$ cat config.mk
export PLATFORM = sky130hd
export DESIGN_NAME = pio_subsys_top
export DESIGN_NICKNAME = d
export VERILOG_FILES = /design/src/rtl/pio_pkg.sv /design/src/rtl/pio_arbiter.sv /design/src/rtl/pio_decode.sv /design/src/rtl/asa_reg.sv /design/src/rtl/link_reg.sv /design/src/rtl/pio_subsys_top.sv
export SDC_FILE = /design/constraint.sdc
export NUM_CORES = 1
export LEC_CHECK = 0
export BUFFER_PORTS_ARGS = -buffer_cell sky130_fd_sc_hd__buf_4
export CAP_MARGIN = 15
export CORE_UTILIZATION = 40
export DETAILED_ROUTE_END_ITERATION = 8
export PLACE_DENSITY = 0.65
export SETUP_SLACK_MARGIN = 0.15
export SLEW_MARGIN = 20
export SYNTH_ARGS = -nofsm -noshare
export SYNTH_HDL_FRONTEND = slang
export SYNTH_HIERARCHICAL = 1
export SYNTH_SLANG_ARGS = --single-unit
export TNS_END_PERCENT = 20
$ cat constraint.sdc
create_clock -name clk -period 4.4 [get_ports clk]
set_input_delay 0 -clock clk [delete_from_list [all_inputs] [get_ports clk]]
set_output_delay 0 -clock clk [all_outputs]
set_load 0.1 [all_outputs]
$ cat src/rtl/pio_pkg.sv
//**************************************************************************
// PIO register fabric package
// Bus widths, address map, register reset values and the master request
//**************************************************************************

package pio_pkg;

	localparam int PIO_NBITS = 32;
	localparam int PIO_ADDR_NBITS = 16;
	localparam int BLK_ID_NBITS = 8;
	localparam int REG_OFF_NBITS = 8;

	localparam int SUB_EXP_TIME_NBITS = 16;
	localparam int SCI_NBITS = 10;
	localparam int CLASS2PRI_NBITS = 16;
	localparam int LINK_ENABLE_NBITS = 4;
	localparam int CREDIT_LIMIT_NBITS = 8;

	typedef logic [PIO_NBITS-1:0] pio_data_t;
	typedef logic [PIO_ADDR_NBITS-1:0] pio_addr_t;
	typedef logic [BLK_ID_NBITS-1:0] blk_id_t;
	typedef logic [REG_OFF_NBITS-1:0] reg_off_t;

	typedef logic [SUB_EXP_TIME_NBITS-1:0] sub_exp_time_t;
	typedef logic [SCI_NBITS-1:0] sci_t;
	typedef logic [CLASS2PRI_NBITS-1:0] class2pri_t;
	typedef logic [LINK_ENABLE_NBITS-1:0] link_enable_t;
	typedef logic [CREDIT_LIMIT_NBITS-1:0] credit_limit_t;

	typedef enum logic {
		op_read,
		op_write
	} pio_op_t;

	// Held stable by a master while its req is high
	typedef struct packed {
		pio_op_t   op;
		pio_addr_t addr;
		pio_data_t wdata;
	} pio_req_t;

	// Block ids in the upper address byte
	localparam blk_id_t BLK_ASA = 8'h01;
	localparam blk_id_t BLK_LINK = 8'h02;

	localparam reg_off_t ASA_DEFAULT_SUB_EXP_TIME = 8'h00;
	localparam reg_off_t ASA_SUPERVISOR_SCI = 8'h04;
	localparam reg_off_t ASA_CLASS2PRI = 8'h08;
	localparam reg_off_t LINK_ENABLE = 8'h00;
	localparam reg_off_t LINK_CREDIT_LIMIT = 8'h04;
	localparam reg_off_t LINK_SCRATCH = 8'h08;

	localparam sub_exp_time_t SUB_EXP_TIME_RESET = 16'd3;
	localparam sci_t SUPERVISOR_SCI_RESET = '0;
	localparam class2pri_t CLASS2PRI_RESET = '0;
	localparam link_enable_t LINK_ENABLE_RESET = 4'hF;
	localparam credit_limit_t CREDIT_LIMIT_RESET = 8'd32;
	localparam pio_data_t SCRATCH_RESET = '0;

	function automatic blk_id_t addr_blk(input pio_addr_t addr);
		return addr[PIO_ADDR_NBITS-1 -: BLK_ID_NBITS];
	endfunction

	function automatic reg_off_t addr_off(input pio_addr_t addr);
		return addr[REG_OFF_NBITS-1:0];
	endfunction

endpackage

$ cat src/rtl/pio_arbiter.sv
//**************************************************************************
// PIO bus arbiter
// Round-robin grant between host and mgmt four-phase ports, driving
// one strobe at a time onto the shared register bus
//**************************************************************************

module pio_arbiter import pio_pkg::*; (
	input  logic      clk,
	input  logic      reset,
	input  logic      host_req,
	input  pio_req_t  host_cmd,
	output logic      host_ack,
	output pio_data_t host_rdata,
	input  logic      mgmt_req,
	input  pio_req_t  mgmt_cmd,
	output logic      mgmt_ack,
	output pio_data_t mgmt_rdata,
	output logic      reg_rd,
	output logic      reg_wr,
	output pio_addr_t reg_addr,
	output pio_data_t reg_din,
	input  logic      bus_ack,
	input  logic      bus_rvalid,
	input  pio_data_t bus_rdata
);

	typedef enum logic [1:0] {
		arb_idle,
		arb_strobe,
		arb_wait_done,
		arb_ack_hold
	} arb_state_t;

	arb_state_t state;
	pio_req_t cmd_q;
	logic last_mgmt;
	logic pick_mgmt;
	logic gnt_req;

	// Mgmt wins when alone, or when host had the last grant
	assign pick_mgmt = mgmt_req & (~host_req | ~last_mgmt);
	assign gnt_req = last_mgmt ? mgmt_req : host_req;

	assign reg_rd = (state == arb_strobe) & (cmd_q.op == op_read);
	assign reg_wr = (state == arb_strobe) & (cmd_q.op == op_write);
	assign reg_addr = cmd_q.addr;
	assign reg_din = cmd_q.wdata;

	always_ff @(posedge clk) begin
		if (reset) begin
			state <= arb_idle;
			last_mgmt <= 1'b0;
			host_ack <= 1'b0;
			mgmt_ack <= 1'b0;
		end else begin
			case (state)
				arb_idle: begin
					if (host_req | mgmt_req) begin
						last_mgmt <= pick_mgmt;
						state <= arb_strobe;
					end
				end
				arb_strobe: state <= arb_wait_done;
				arb_wait_done: begin
					if (bus_ack | bus_rvalid) begin
						host_ack <= ~last_mgmt;
						mgmt_ack <= last_mgmt;
						state <= arb_ack_hold;
					end
				end
				default: begin
					// Ack follows req down
					if (!gnt_req) begin
						host_ack <= 1'b0;
						mgmt_ack <= 1'b0;
					end
					// Grant ends once ack is low or going low and the bus flags are clear
					if ((!gnt_req || !(host_ack || mgmt_ack)) && !bus_ack && !bus_rvalid)
						state <= arb_idle;
				end
			endcase
		end
	end

	always_ff @(posedge clk) begin
		if (state == arb_idle)
			cmd_q <= pick_mgmt ? mgmt_cmd : host_cmd;
		if (state == arb_wait_done && bus_rvalid) begin
			if (last_mgmt)
				mgmt_rdata <= bus_rdata;
			else
				host_rdata <= bus_rdata;
		end
	end

endmodule

$ cat src/rtl/pio_decode.sv
//**************************************************************************
// PIO address decoder
// Block selects, response mux and completion of unmapped block ids
//**************************************************************************

module pio_decode import pio_pkg::*; (
	input  logic      clk,
	input  logic      reset,
	input  logic      reg_rd,
	input  logic      reg_wr,
	input  pio_addr_t reg_addr,
	output logic      bus_ack,
	output logic      bus_rvalid,
	output pio_data_t bus_rdata,
	output logic      asa_bs,
	output logic      link_bs,
	input  logic      asa_ack,
	input  logic      asa_rvalid,
	input  pio_data_t asa_rdata,
	input  logic      link_ack,
	input  logic      link_rvalid,
	input  pio_data_t link_rdata
);

	typedef enum logic [1:0] {
		dec_idle,
		dec_busy,
		dec_unmapped
	} decode_state_t;

	decode_state_t state;
	logic wr_q;
	logic strobe;
	logic hit_asa;
	logic hit_link;
	logic blk_done;

	assign strobe = reg_rd | reg_wr;
	assign hit_asa = addr_blk(reg_addr) == BLK_ASA;
	assign hit_link = addr_blk(reg_addr) == BLK_LINK;

	// Select held from the strobe until the block completes
	assign asa_bs = hit_asa & (strobe | (state == dec_busy));
	assign link_bs = hit_link & (strobe | (state == dec_busy));

	assign blk_done = (hit_asa & (asa_ack | asa_rvalid)) | (hit_link & (link_ack | link_rvalid));

	always_ff @(posedge clk) begin
		if (reset) begin
			state <= dec_idle;
			wr_q <= 1'b0;
		end else begin
			case (state)
				dec_idle: begin
					if (strobe) begin
						wr_q <= reg_wr;
						state <= (hit_asa | hit_link) ? dec_busy : dec_unmapped;
					end
				end
				dec_busy: if (blk_done) state <= dec_idle;
				default: state <= dec_idle;
			endcase
		end
	end

	always_comb begin
		bus_ack = (hit_asa & asa_ack) | (hit_link & link_ack);
		bus_rvalid = (hit_asa & asa_rvalid) | (hit_link & link_rvalid);
		bus_rdata = '0;
		if (hit_asa)
			bus_rdata = asa_rdata;
		else if (hit_link)
			bus_rdata = link_rdata;
		// Unmapped id completes in one cycle with zero data
		if (state == dec_unmapped) begin
			bus_ack = wr_q;
			bus_rvalid = ~wr_q;
		end
	end

endmodule

$ cat src/rtl/asa_reg.sv
//**************************************************************************
// ASA register block
// Scheduler defaults: sub-expiry time, supervisor SCI, class priority map
//**************************************************************************

module asa_reg import pio_pkg::*; (
	input  logic          clk,
	input  logic          reset,
	input  logic          clk_div,
	input  logic          reg_bs,
	input  logic          reg_rd,
	input  logic          reg_wr,
	input  pio_addr_t     reg_addr,
	input  pio_data_t     reg_din,
	output logic          pio_ack,
	output logic          pio_rvalid,
	output pio_data_t     pio_rdata,
	output sub_exp_time_t default_sub_exp_time,
	output sci_t          supervisor_sci,
	output class2pri_t    class2pri
);

	logic acc_pend;
	logic rd_pend;
	logic rd_en;
	logic wr_sel;
	logic sel_sub_exp_time;
	logic sel_sci;
	logic sel_class2pri;

	assign wr_sel = reg_wr & reg_bs;
	assign rd_en = (reg_rd & reg_bs) | rd_pend;

	// Offset decode and read data for the held address
	always_comb begin
		sel_sub_exp_time = 1'b0;
		sel_sci = 1'b0;
		sel_class2pri = 1'b0;
		pio_rdata = '0;
		case (addr_off(reg_addr))
			ASA_DEFAULT_SUB_EXP_TIME: begin
				sel_sub_exp_time = 1'b1;
				pio_rdata = pio_data_t'(default_sub_exp_time);
			end
			ASA_SUPERVISOR_SCI: begin
				sel_sci = 1'b1;
				pio_rdata = pio_data_t'(supervisor_sci);
			end
			ASA_CLASS2PRI: begin
				sel_class2pri = 1'b1;
				pio_rdata = pio_data_t'(class2pri);
			end
			default: pio_rdata = '0;
		endcase
	end

	// Completion pacing on clk_div
	always_ff @(posedge clk) begin
		if (reset) begin
			acc_pend <= 1'b0;
			rd_pend <= 1'b0;
			pio_ack <= 1'b0;
			pio_rvalid <= 1'b0;
		end else begin
			if ((reg_rd | reg_wr) & reg_bs)
				acc_pend <= 1'b1;
			else if (clk_div)
				acc_pend <= 1'b0;

			if (reg_rd & reg_bs)
				rd_pend <= 1'b1;
			else if (pio_rvalid)
				rd_pend <= 1'b0;

			// Flags hold until the next clk_div
			if (clk_div) begin
				pio_ack <= acc_pend & ~rd_en;
				pio_rvalid <= acc_pend & rd_en & reg_bs;
			end
		end
	end

	always_ff @(posedge clk) begin
		if (reset) begin
			default_sub_exp_time <= SUB_EXP_TIME_RESET;
			supervisor_sci <= SUPERVISOR_SCI_RESET;
			class2pri <= CLASS2PRI_RESET;
		end else begin
			if (wr_sel & sel_sub_exp_time)
				default_sub_exp_time <= reg_din[SUB_EXP_TIME_NBITS-1:0];
			if (wr_sel & sel_sci)
				supervisor_sci <= reg_din[SCI_NBITS-1:0];
			if (wr_sel & sel_class2pri)
				class2pri <= reg_din[CLASS2PRI_NBITS-1:0];
		end
	end

endmodule

$ cat src/rtl/link_reg.sv
//**************************************************************************
// Link register block
// Link enables, credit limit and a scratch word on the PIO bus
//**************************************************************************

module link_reg import pio_pkg::*; (
	input  logic          clk,
	input  logic          reset,
	input  logic          clk_div,
	input  logic          reg_bs,
	input  logic          reg_rd,
	input  logic          reg_wr,
	input  pio_addr_t     reg_addr,
	input  pio_data_t     reg_din,
	output logic          pio_ack,
	output logic          pio_rvalid,
	output pio_data_t     pio_rdata,
	output link_enable_t  link_enable,
	output credit_limit_t credit_limit,
	output pio_data_t     scratch
);

	logic acc_pend;
	logic rd_pend;
	logic rd_en;
	logic wr_sel;
	logic sel_enable;
	logic sel_credit;
	logic sel_scratch;

	assign wr_sel = reg_wr & reg_bs;
	assign rd_en = (reg_rd & reg_bs) | rd_pend;

	assign sel_enable = addr_off(reg_addr) == LINK_ENABLE;
	assign sel_credit = addr_off(reg_addr) == LINK_CREDIT_LIMIT;
	assign sel_scratch = addr_off(reg_addr) == LINK_SCRATCH;

	// Unmapped offsets read back zero
	assign pio_rdata = sel_enable ? pio_data_t'(link_enable) :
		sel_credit ? pio_data_t'(credit_limit) :
		sel_scratch ? scratch : '0;

	always_ff @(posedge clk) begin
		if (reset) begin
			acc_pend <= 1'b0;
			rd_pend <= 1'b0;
			pio_ack <= 1'b0;
			pio_rvalid <= 1'b0;
		end else begin
			if ((reg_rd | reg_wr) & reg_bs)
				acc_pend <= 1'b1;
			else if (clk_div)
				acc_pend <= 1'b0;
			if (reg_rd & reg_bs)
				rd_pend <= 1'b1;
			else if (pio_rvalid)
				rd_pend <= 1'b0;
			if (clk_div) begin
				pio_ack <= acc_pend & ~rd_en;
				pio_rvalid <= acc_pend & rd_en & reg_bs;
			end
		end
	end

	always_ff @(posedge clk) begin
		if (reset) begin
			link_enable <= LINK_ENABLE_RESET;
			credit_limit <= CREDIT_LIMIT_RESET;
			scratch <= SCRATCH_RESET;
		end else begin
			if (wr_sel & sel_enable)
				link_enable <= reg_din[LINK_ENABLE_NBITS-1:0];
			if (wr_sel & sel_credit)
				credit_limit <= reg_din[CREDIT_LIMIT_NBITS-1:0];
			if (wr_sel & sel_scratch)
				scratch <= reg_din;
		end
	end

endmodule

$ cat src/rtl/pio_subsys_top.sv
//**************************************************************************
// PIO subsystem top
// Arbiter, decoder and the two register blocks of the scheduler config
//**************************************************************************

module pio_subsys_top import pio_pkg::*; (
	input  logic          clk,
	input  logic          reset,
	input  logic          clk_div,
	input  logic          host_req,
	input  pio_req_t      host_cmd,
	output logic          host_ack,
	output pio_data_t     host_rdata,
	input  logic          mgmt_req,
	input  pio_req_t      mgmt_cmd,
	output logic          mgmt_ack,
	output pio_data_t     mgmt_rdata,
	output sub_exp_time_t default_sub_exp_time,
	output sci_t          supervisor_sci,
	output class2pri_t    class2pri,
	output link_enable_t  link_enable,
	output credit_limit_t credit_limit,
	output pio_data_t     scratch
);

	logic reg_rd;
	logic reg_wr;
	pio_addr_t reg_addr;
	pio_data_t reg_din;
	logic bus_ack;
	logic bus_rvalid;
	pio_data_t bus_rdata;
	logic asa_bs;
	logic asa_ack;
	logic asa_rvalid;
	pio_data_t asa_rdata;
	logic link_bs;
	logic link_ack;
	logic link_rvalid;
	pio_data_t link_rdata;

	pio_arbiter i_pio_arbiter (
		.clk        (clk),
		.reset      (reset),
		.host_req   (host_req),
		.host_cmd   (host_cmd),
		.host_ack   (host_ack),
		.host_rdata (host_rdata),
		.mgmt_req   (mgmt_req),
		.mgmt_cmd   (mgmt_cmd),
		.mgmt_ack   (mgmt_ack),
		.mgmt_rdata (mgmt_rdata),
		.reg_rd     (reg_rd),
		.reg_wr     (reg_wr),
		.reg_addr   (reg_addr),
		.reg_din    (reg_din),
		.bus_ack    (bus_ack),
		.bus_rvalid (bus_rvalid),
		.bus_rdata  (bus_rdata)
	);

	pio_decode i_pio_decode (
		.clk         (clk),
		.reset       (reset),
		.reg_rd      (reg_rd),
		.reg_wr      (reg_wr),
		.reg_addr    (reg_addr),
		.bus_ack     (bus_ack),
		.bus_rvalid  (bus_rvalid),
		.bus_rdata   (bus_rdata),
		.asa_bs      (asa_bs),
		.link_bs     (link_bs),
		.asa_ack     (asa_ack),
		.asa_rvalid  (asa_rvalid),
		.asa_rdata   (asa_rdata),
		.link_ack    (link_ack),
		.link_rvalid (link_rvalid),
		.link_rdata  (link_rdata)
	);

	asa_reg i_asa_reg (
		.clk                  (clk),
		.reset                (reset),
		.clk_div              (clk_div),
		.reg_bs               (asa_bs),
		.reg_rd               (reg_rd),
		.reg_wr               (reg_wr),
		.reg_addr             (reg_addr),
		.reg_din              (reg_din),
		.pio_ack              (asa_ack),
		.pio_rvalid           (asa_rvalid),
		.pio_rdata            (asa_rdata),
		.default_sub_exp_time (default_sub_exp_time),
		.supervisor_sci       (supervisor_sci),
		.class2pri            (class2pri)
	);

	link_reg i_link_reg (
		.clk          (clk),
		.reset        (reset),
		.clk_div      (clk_div),
		.reg_bs       (link_bs),
		.reg_rd       (reg_rd),
		.reg_wr       (reg_wr),
		.reg_addr     (reg_addr),
		.reg_din      (reg_din),
		.pio_ack      (link_ack),
		.pio_rvalid   (link_rvalid),
		.pio_rdata    (link_rdata),
		.link_enable  (link_enable),
		.credit_limit (credit_limit),
		.scratch      (scratch)
	);

endmodule

# == After elaboration in Yosys (flattened, before gate mapping) ==
# Index checks and enable logic that the tools add are counted.
# totals
elab_cells,145
inputBits,103
ff_bits,215
# op_classes
n_eq_ne,13
n_mux,33
bitwise_logic,49
reduce_logical,25
# op_table
cell,n
32-bit 2-to-1 mux,5
49-bit 2-to-1 mux,1
16-bit case mux with 3 select lines,1
1-bit AND,29
1-bit 2-to-1 mux,16
1-bit bitwise OR,13
2-bit 2-to-1 mux,6
2-bit AND reduction,5
"8-bit by 1-bit == test with 1-bit output, second input constant",1
"8-bit by 2-bit == test with 1-bit output, second input constant",1
"8-bit by 3-bit == test with 1-bit output, second input constant",1
"8-bit by 4-bit == test with 1-bit output, second input constant",1
8-bit logical NOT,1
"2-bit by 1-bit != test with 1-bit output, second input constant",4
2-bit nonzero test,4
1-bit NOT,7
2-bit case mux with 3 select lines,1
3-bit AND reduction,2
"2-bit by 1-bit == test with 1-bit output, second input constant",2
"2-bit == test, second input constant",2
1-bit logical NOT,4
2-bit logical NOT,2
1-bit case mux with 2 select lines,2
2-bit case mux with 2 select lines,1
5 further kinds,8

# == Longest topological paths before layout ==
# logic_depth
ltp_word,9
depth_mapped,10
depth_no_buf,9

# == Cells and area by module ==
# The synthesis kept the hierarchy.
# by_module_without_submodules
module,cells_per_inst,area_each_um2,seq_area_each_um2,n_inst
pio_arbiter,256,4697.0,3493.4,1
link_reg,262,2472.4,960.9,1
asa_reg,248,2393.5,920.9,1
pio_decode,106,668.1,60.1,1

# == Worst setup path before layout ==
# OpenSTA, ideal clock, no wires.
# synth_timing
kind,reg-to-reg
startpoint,register i_pio_arbiter.cmd_q (netlist bit i_pio_arbiter/reg_addr[11])
endpoint,"register i_pio_arbiter.host_rdata[0], enable pin"
path_slack_ns,1.235
arrival_ns,2.744
t_required_ns,3.979
period_less_slack_ns,3.165
path_stages_with_launch,7
path_cell_list,edfxtp_1 buf_4 nor4_4 nand2_2 o31ai_1 nand2_1 nor2_1
# synth_via
elab_chain_len,6
elab_cells_between_ends,8
cone_classes,eq/ne (2); mux (1); bitwise (3); reduce/logical (2)
# synth_lines
element,line,source
"start, declared",pio_arbiter.sv:35,pio_req_t cmd_q;
"start signal, assigned",pio_arbiter.sv:87,cmd_q <= pick_mgmt ? mgmt_cmd : host_cmd;
8-bit by 1-bit == test with 1-bit output / 8-bit by 2-bit == test with 1-bit output (equally long branches),"pio_decode.sv:39, pio_decode.sv:40",
1-bit AND,pio_decode.sv:68,bus_rvalid = (hit_asa & asa_rvalid) | (hit_link & link_rvalid);
1-bit bitwise OR *,pio_decode.sv:68,
1-bit 2-to-1 mux *,pio_decode.sv:75,if (state == dec_unmapped) begin
net bus_rvalid,pio_subsys_top.sv:31,logic bus_rvalid;
1-bit logical AND *,pio_arbiter.sv:88,if (state == arb_wait_done && bus_rvalid) begin
2-bit AND reduction (no line) *,-,
"end signal, assigned",pio_arbiter.sv:92,host_rdata <= bus_rdata;
"end, declared",pio_arbiter.sv:13,"output pio_data_t host_rdata,"
# The timed path passes the listed nets; every way through them passes the cells marked *.
# A chain may end at the register's enable or synchronous reset.

# == Worst setup path in the final report ==
# layout_timing
startpoint,register i_pio_arbiter.cmd_q (netlist bit i_pio_arbiter/reg_addr[11])
endpoint,"register i_pio_arbiter.host_rdata[13], enable pin"
# Same word-level chain as after synthesis.

==> flow_summary_export.csv <==
group,metric,value,unit
run_status,run_status,"finished clean",
timing,fin_ws,1315,ps
synth,yosysTopAreaCell,"edfxtp_1",
placement,io_buffers,254,
routing,wl_met2,11910,um
timing,final.setup.tns,0,ps
synth,syn-instance-count,872,
critical_path,r2r-start,"i_pio_arbiter/reg_addr[11]$_DFFE_PP_",
job,max-cap-violations,0,
synth,synth_enable_flop_cells,113,
timing,fin_skew,10.20,ps
worst_hold_path,min-delay-start,"reset",
timing,finalMaxSlewViolations,0,
power_and_ir_drop,ir_drop,357.0,uV
floorplan,rows,58,
timing,rsz0062_at_grt,"false",
critical_path,worst_setup_path_end_kind,"flip-flop",
clock_tree,htree_levels,1,
floorplan,die_w,161.9,um
timing,fmax,324.1,MHz
timing,setup_viol,0,
grt,grt_pass1_vias,7037,
grt,track_usage,19.00,%
critical_path,cp_max_fo,36,
routing,vias,7251,
grt,antenna_found_initial,1,
clock_tree,cts_tree,"yes",
clock_tree,postCtsSetupBuffers,0,
floorplan,core_area,25110,um^2
layout,nets,1268,
clock_tree,clk_path_buf_depth,3,
critical_path,crit_type,"flip-flop to flip-flop",
synth,post-synth-top-count-cell,"nand2b_1",
synth,synth.yosys.warnings,6,
layout,post-route-util,54.79,%
routing,wl_met1,11740,um
floorplan,die_area,26220,um^2
timing,period_minus_slack,3085,ps
power_and_ir_drop,leakagePower,5.366,nW
critical_path,crit_start,"i_pio_arbiter/reg_addr[11]$_DFFE_PP_",
grt,grt_overflow,0,
layout,drive_gt1_share,31.49,%
routing,drc,0,
floorplan,die_y,161.9,um
placement,dp_hpwl,17810,um
clock_tree,clkTransAtPathRegs,60,ps
synth,synth_area_per_cell,11.73,um^2
clock_tree,cts_made_buffers,22,
synth,synth-xor-area-share,0,%
timing,hold_ws,122.9,ps
routing,wl,25580,um
clock_tree,worst_skew_pair.late_latency,500,ps
synth,synthArstFlopShare,0,%
layout,stdcell_area,13760,um^2
routing,ant_nets,0,
routing,avgRoutedWirePerCell,16.95,um
layout,areaGrowthSynthToFinish,34.47,%
synth,synth-simple-area-share,16.94,%
routing,vias_per_cell,4.805,
synth,synthTopCellsByArea,"edfxtp_1 33%, dfxtp_1 20%, mux2i_1 11%",
synth,synthDominantCellAreaShare,33.17,%
routing,first_pass_iters,4,
critical_path,cp.required,4520,ps
power_and_ir_drop,power_density,420.2,nW/um^2
synth,synth.distinct_cells,51,
clock_tree,cts.sinks,215,
placement,gp_congestion,0.7719,
critical_path,cp.arrival,3200,ps
placement,place_area,11980,um^2
synth,synth_fa_ha_area_share,0.3669,%
routing,wl_met3,1354,um
synth,synth_seq_area_share,53.12,%
timing,finalCritPeriodShare,70.11,%
synth,synth_compound_area_share,6.188,%
placement,dp_slack,1224,ps
timing,hold_violations,0,
routing,top_layer,"met4",
grt,grt_max_degree,116,
grt,grt_pass1_wl,38810,um
routing,drtIter0Drc,433,
synth,syn_area,10230,um^2
synth,synth_common_cells,"142 x nand2b_1, 113 x edfxtp_1, 108 x mux2i_1, 102 x dfxtp_1, 81 x nor2_1",
critical_path,cp-start-kind,"flip-flop",
timing,worst_slew_margin_rel,34.83,%
synth,ys_ff_latch,215,
synth,synthMuxAreaShare,15.96,%
clock_tree,cts-root-buf,"clkbuf_16",
floorplan,start_util,40.75,%
clock_tree,cts_resized,0,
synth,synth_top_family_by_area,"simple AND/OR/NAND/NOR gates",
synth,yosys_most_used_dff,"edfxtp_1",
floorplan,io_pins,255,
clock_tree,cts_hold_buf,102,
layout,fillCellCount,2155,
worst_hold_path,hold_class,"input pin to flip-flop",
timing,max_slew.worst_pin.slew,975.2,ps
## area by class of cell
| cell class | count | area (um^2) | area share, % |
|---|---|---|---|
| multi-input combinational | 554 | 4134 | 30.05 |
| antenna | 1 | 2.502 | 0.01819 |
| tap | 330 | 412.9 | 3.001 |
| clock inverter | 13 | 145.1 | 1.055 |
| sequential | 215 | 5435 | 39.51 |
| clock buffer | 27 | 610.6 | 4.438 |
| inverter | 2 | 7.507 | 0.05457 |
| timing repair buffer | 367 | 3010 | 21.88 |
## layout by cell type (no fill, tap or decap), types with 3 or more instances in the layout
cell type / instances
bufinv_16: 3
buf_4: 265
clkinv_1: 3
dfxtp_1: 102
mux2i_1: 108
nand2_1: 10
a2bb2oi_1: 15
clkbuf_16: 23
clkinv_2: 4
a22oi_1: 39
nor4_4: 4
edfxtp_1: 113
a21oi_1: 11
mux2_2: 49
nor2_1: 80
and2_1: 26
o21ai_0: 4
conb_1: 16
dlygate4sd3_1: 102
nor2b_1: 6
nand2b_1: 142
## cell families after synthesis
| kind of cell | count (synthesis) |
|---|---|
| adders and majority gates | 3 |
| AOI/OAI and AO/OA | 84 |
| buffers and inverters | 118 |
| and+or+nand+nor | 294 |
| muxes | 157 |
| DFF | 215 |
| other | 1 |
## registers in the layout, summed over array words and instances (netlist names), 2 cells and up
name	flops
i_pio_arbiter/reg_addr	16
i_pio_arbiter/mgmt_rdata	32
i_asa_reg/default_sub_exp_time	16
i_link_reg/scratch	32
i_pio_decode/state	2
i_link_reg/credit_limit	8
i_pio_arbiter/reg_din	32
i_pio_arbiter/host_rdata	32
i_asa_reg/supervisor_sci	10
i_pio_arbiter/state	2
i_link_reg/link_enable	4
i_asa_reg/class2pri	16
## metal layers
layer,global-route usage (%),up-vias
li1,-,3570
met1,26.35,3426
met2,30.57,214
met3,2.758,41
met4,5.918,0
met5,0,-
## worst paths after layout
kind / endpoint / slack [ps] / depth (start not counted)
setup / recovery: i_pio_arbiter/host_rdata[13]$_DFFE_PP_ / 1320 / 5
hold / removal: i_pio_arbiter/host_ack$_SDFFE_PP0P_ / 120 / 2
setup reg to reg: i_pio_arbiter/host_rdata[13]$_DFFE_PP_ / 1320 / 5
hold reg to reg: i_pio_arbiter/mgmt_ack$_SDFFE_PP0P_ / 480 / 2
## through the flow
step / std cells / power (mW)
6_report: 1509 / 5.782
5_1_grt: 1509 / 6.026
4_1_cts: 1508 / 5.825
3_5_place_dp: 1366 / 3.794
3_3_place_gp: 1366 / 3.783
2_1_floorplan: 887 / 3.662
## worst max-delay path, stage by stage, from the launching register on
cell      delay, ps
edfxtp_1        400
nor4_4          340
nand2_2         450
o31ai_1         560
nand2_1         160
nor2_4          740
## power breakdown
group	leakage, nW	internal [mW]	total, mW	switching (mW)
sequential	1.89	2.43	2.63	0.203
combinational	3.10	0.506	1.23	0.719
clock	0.367	1.16	1.93	0.763
Note: power is estimated with default switching activity, not from simulation.
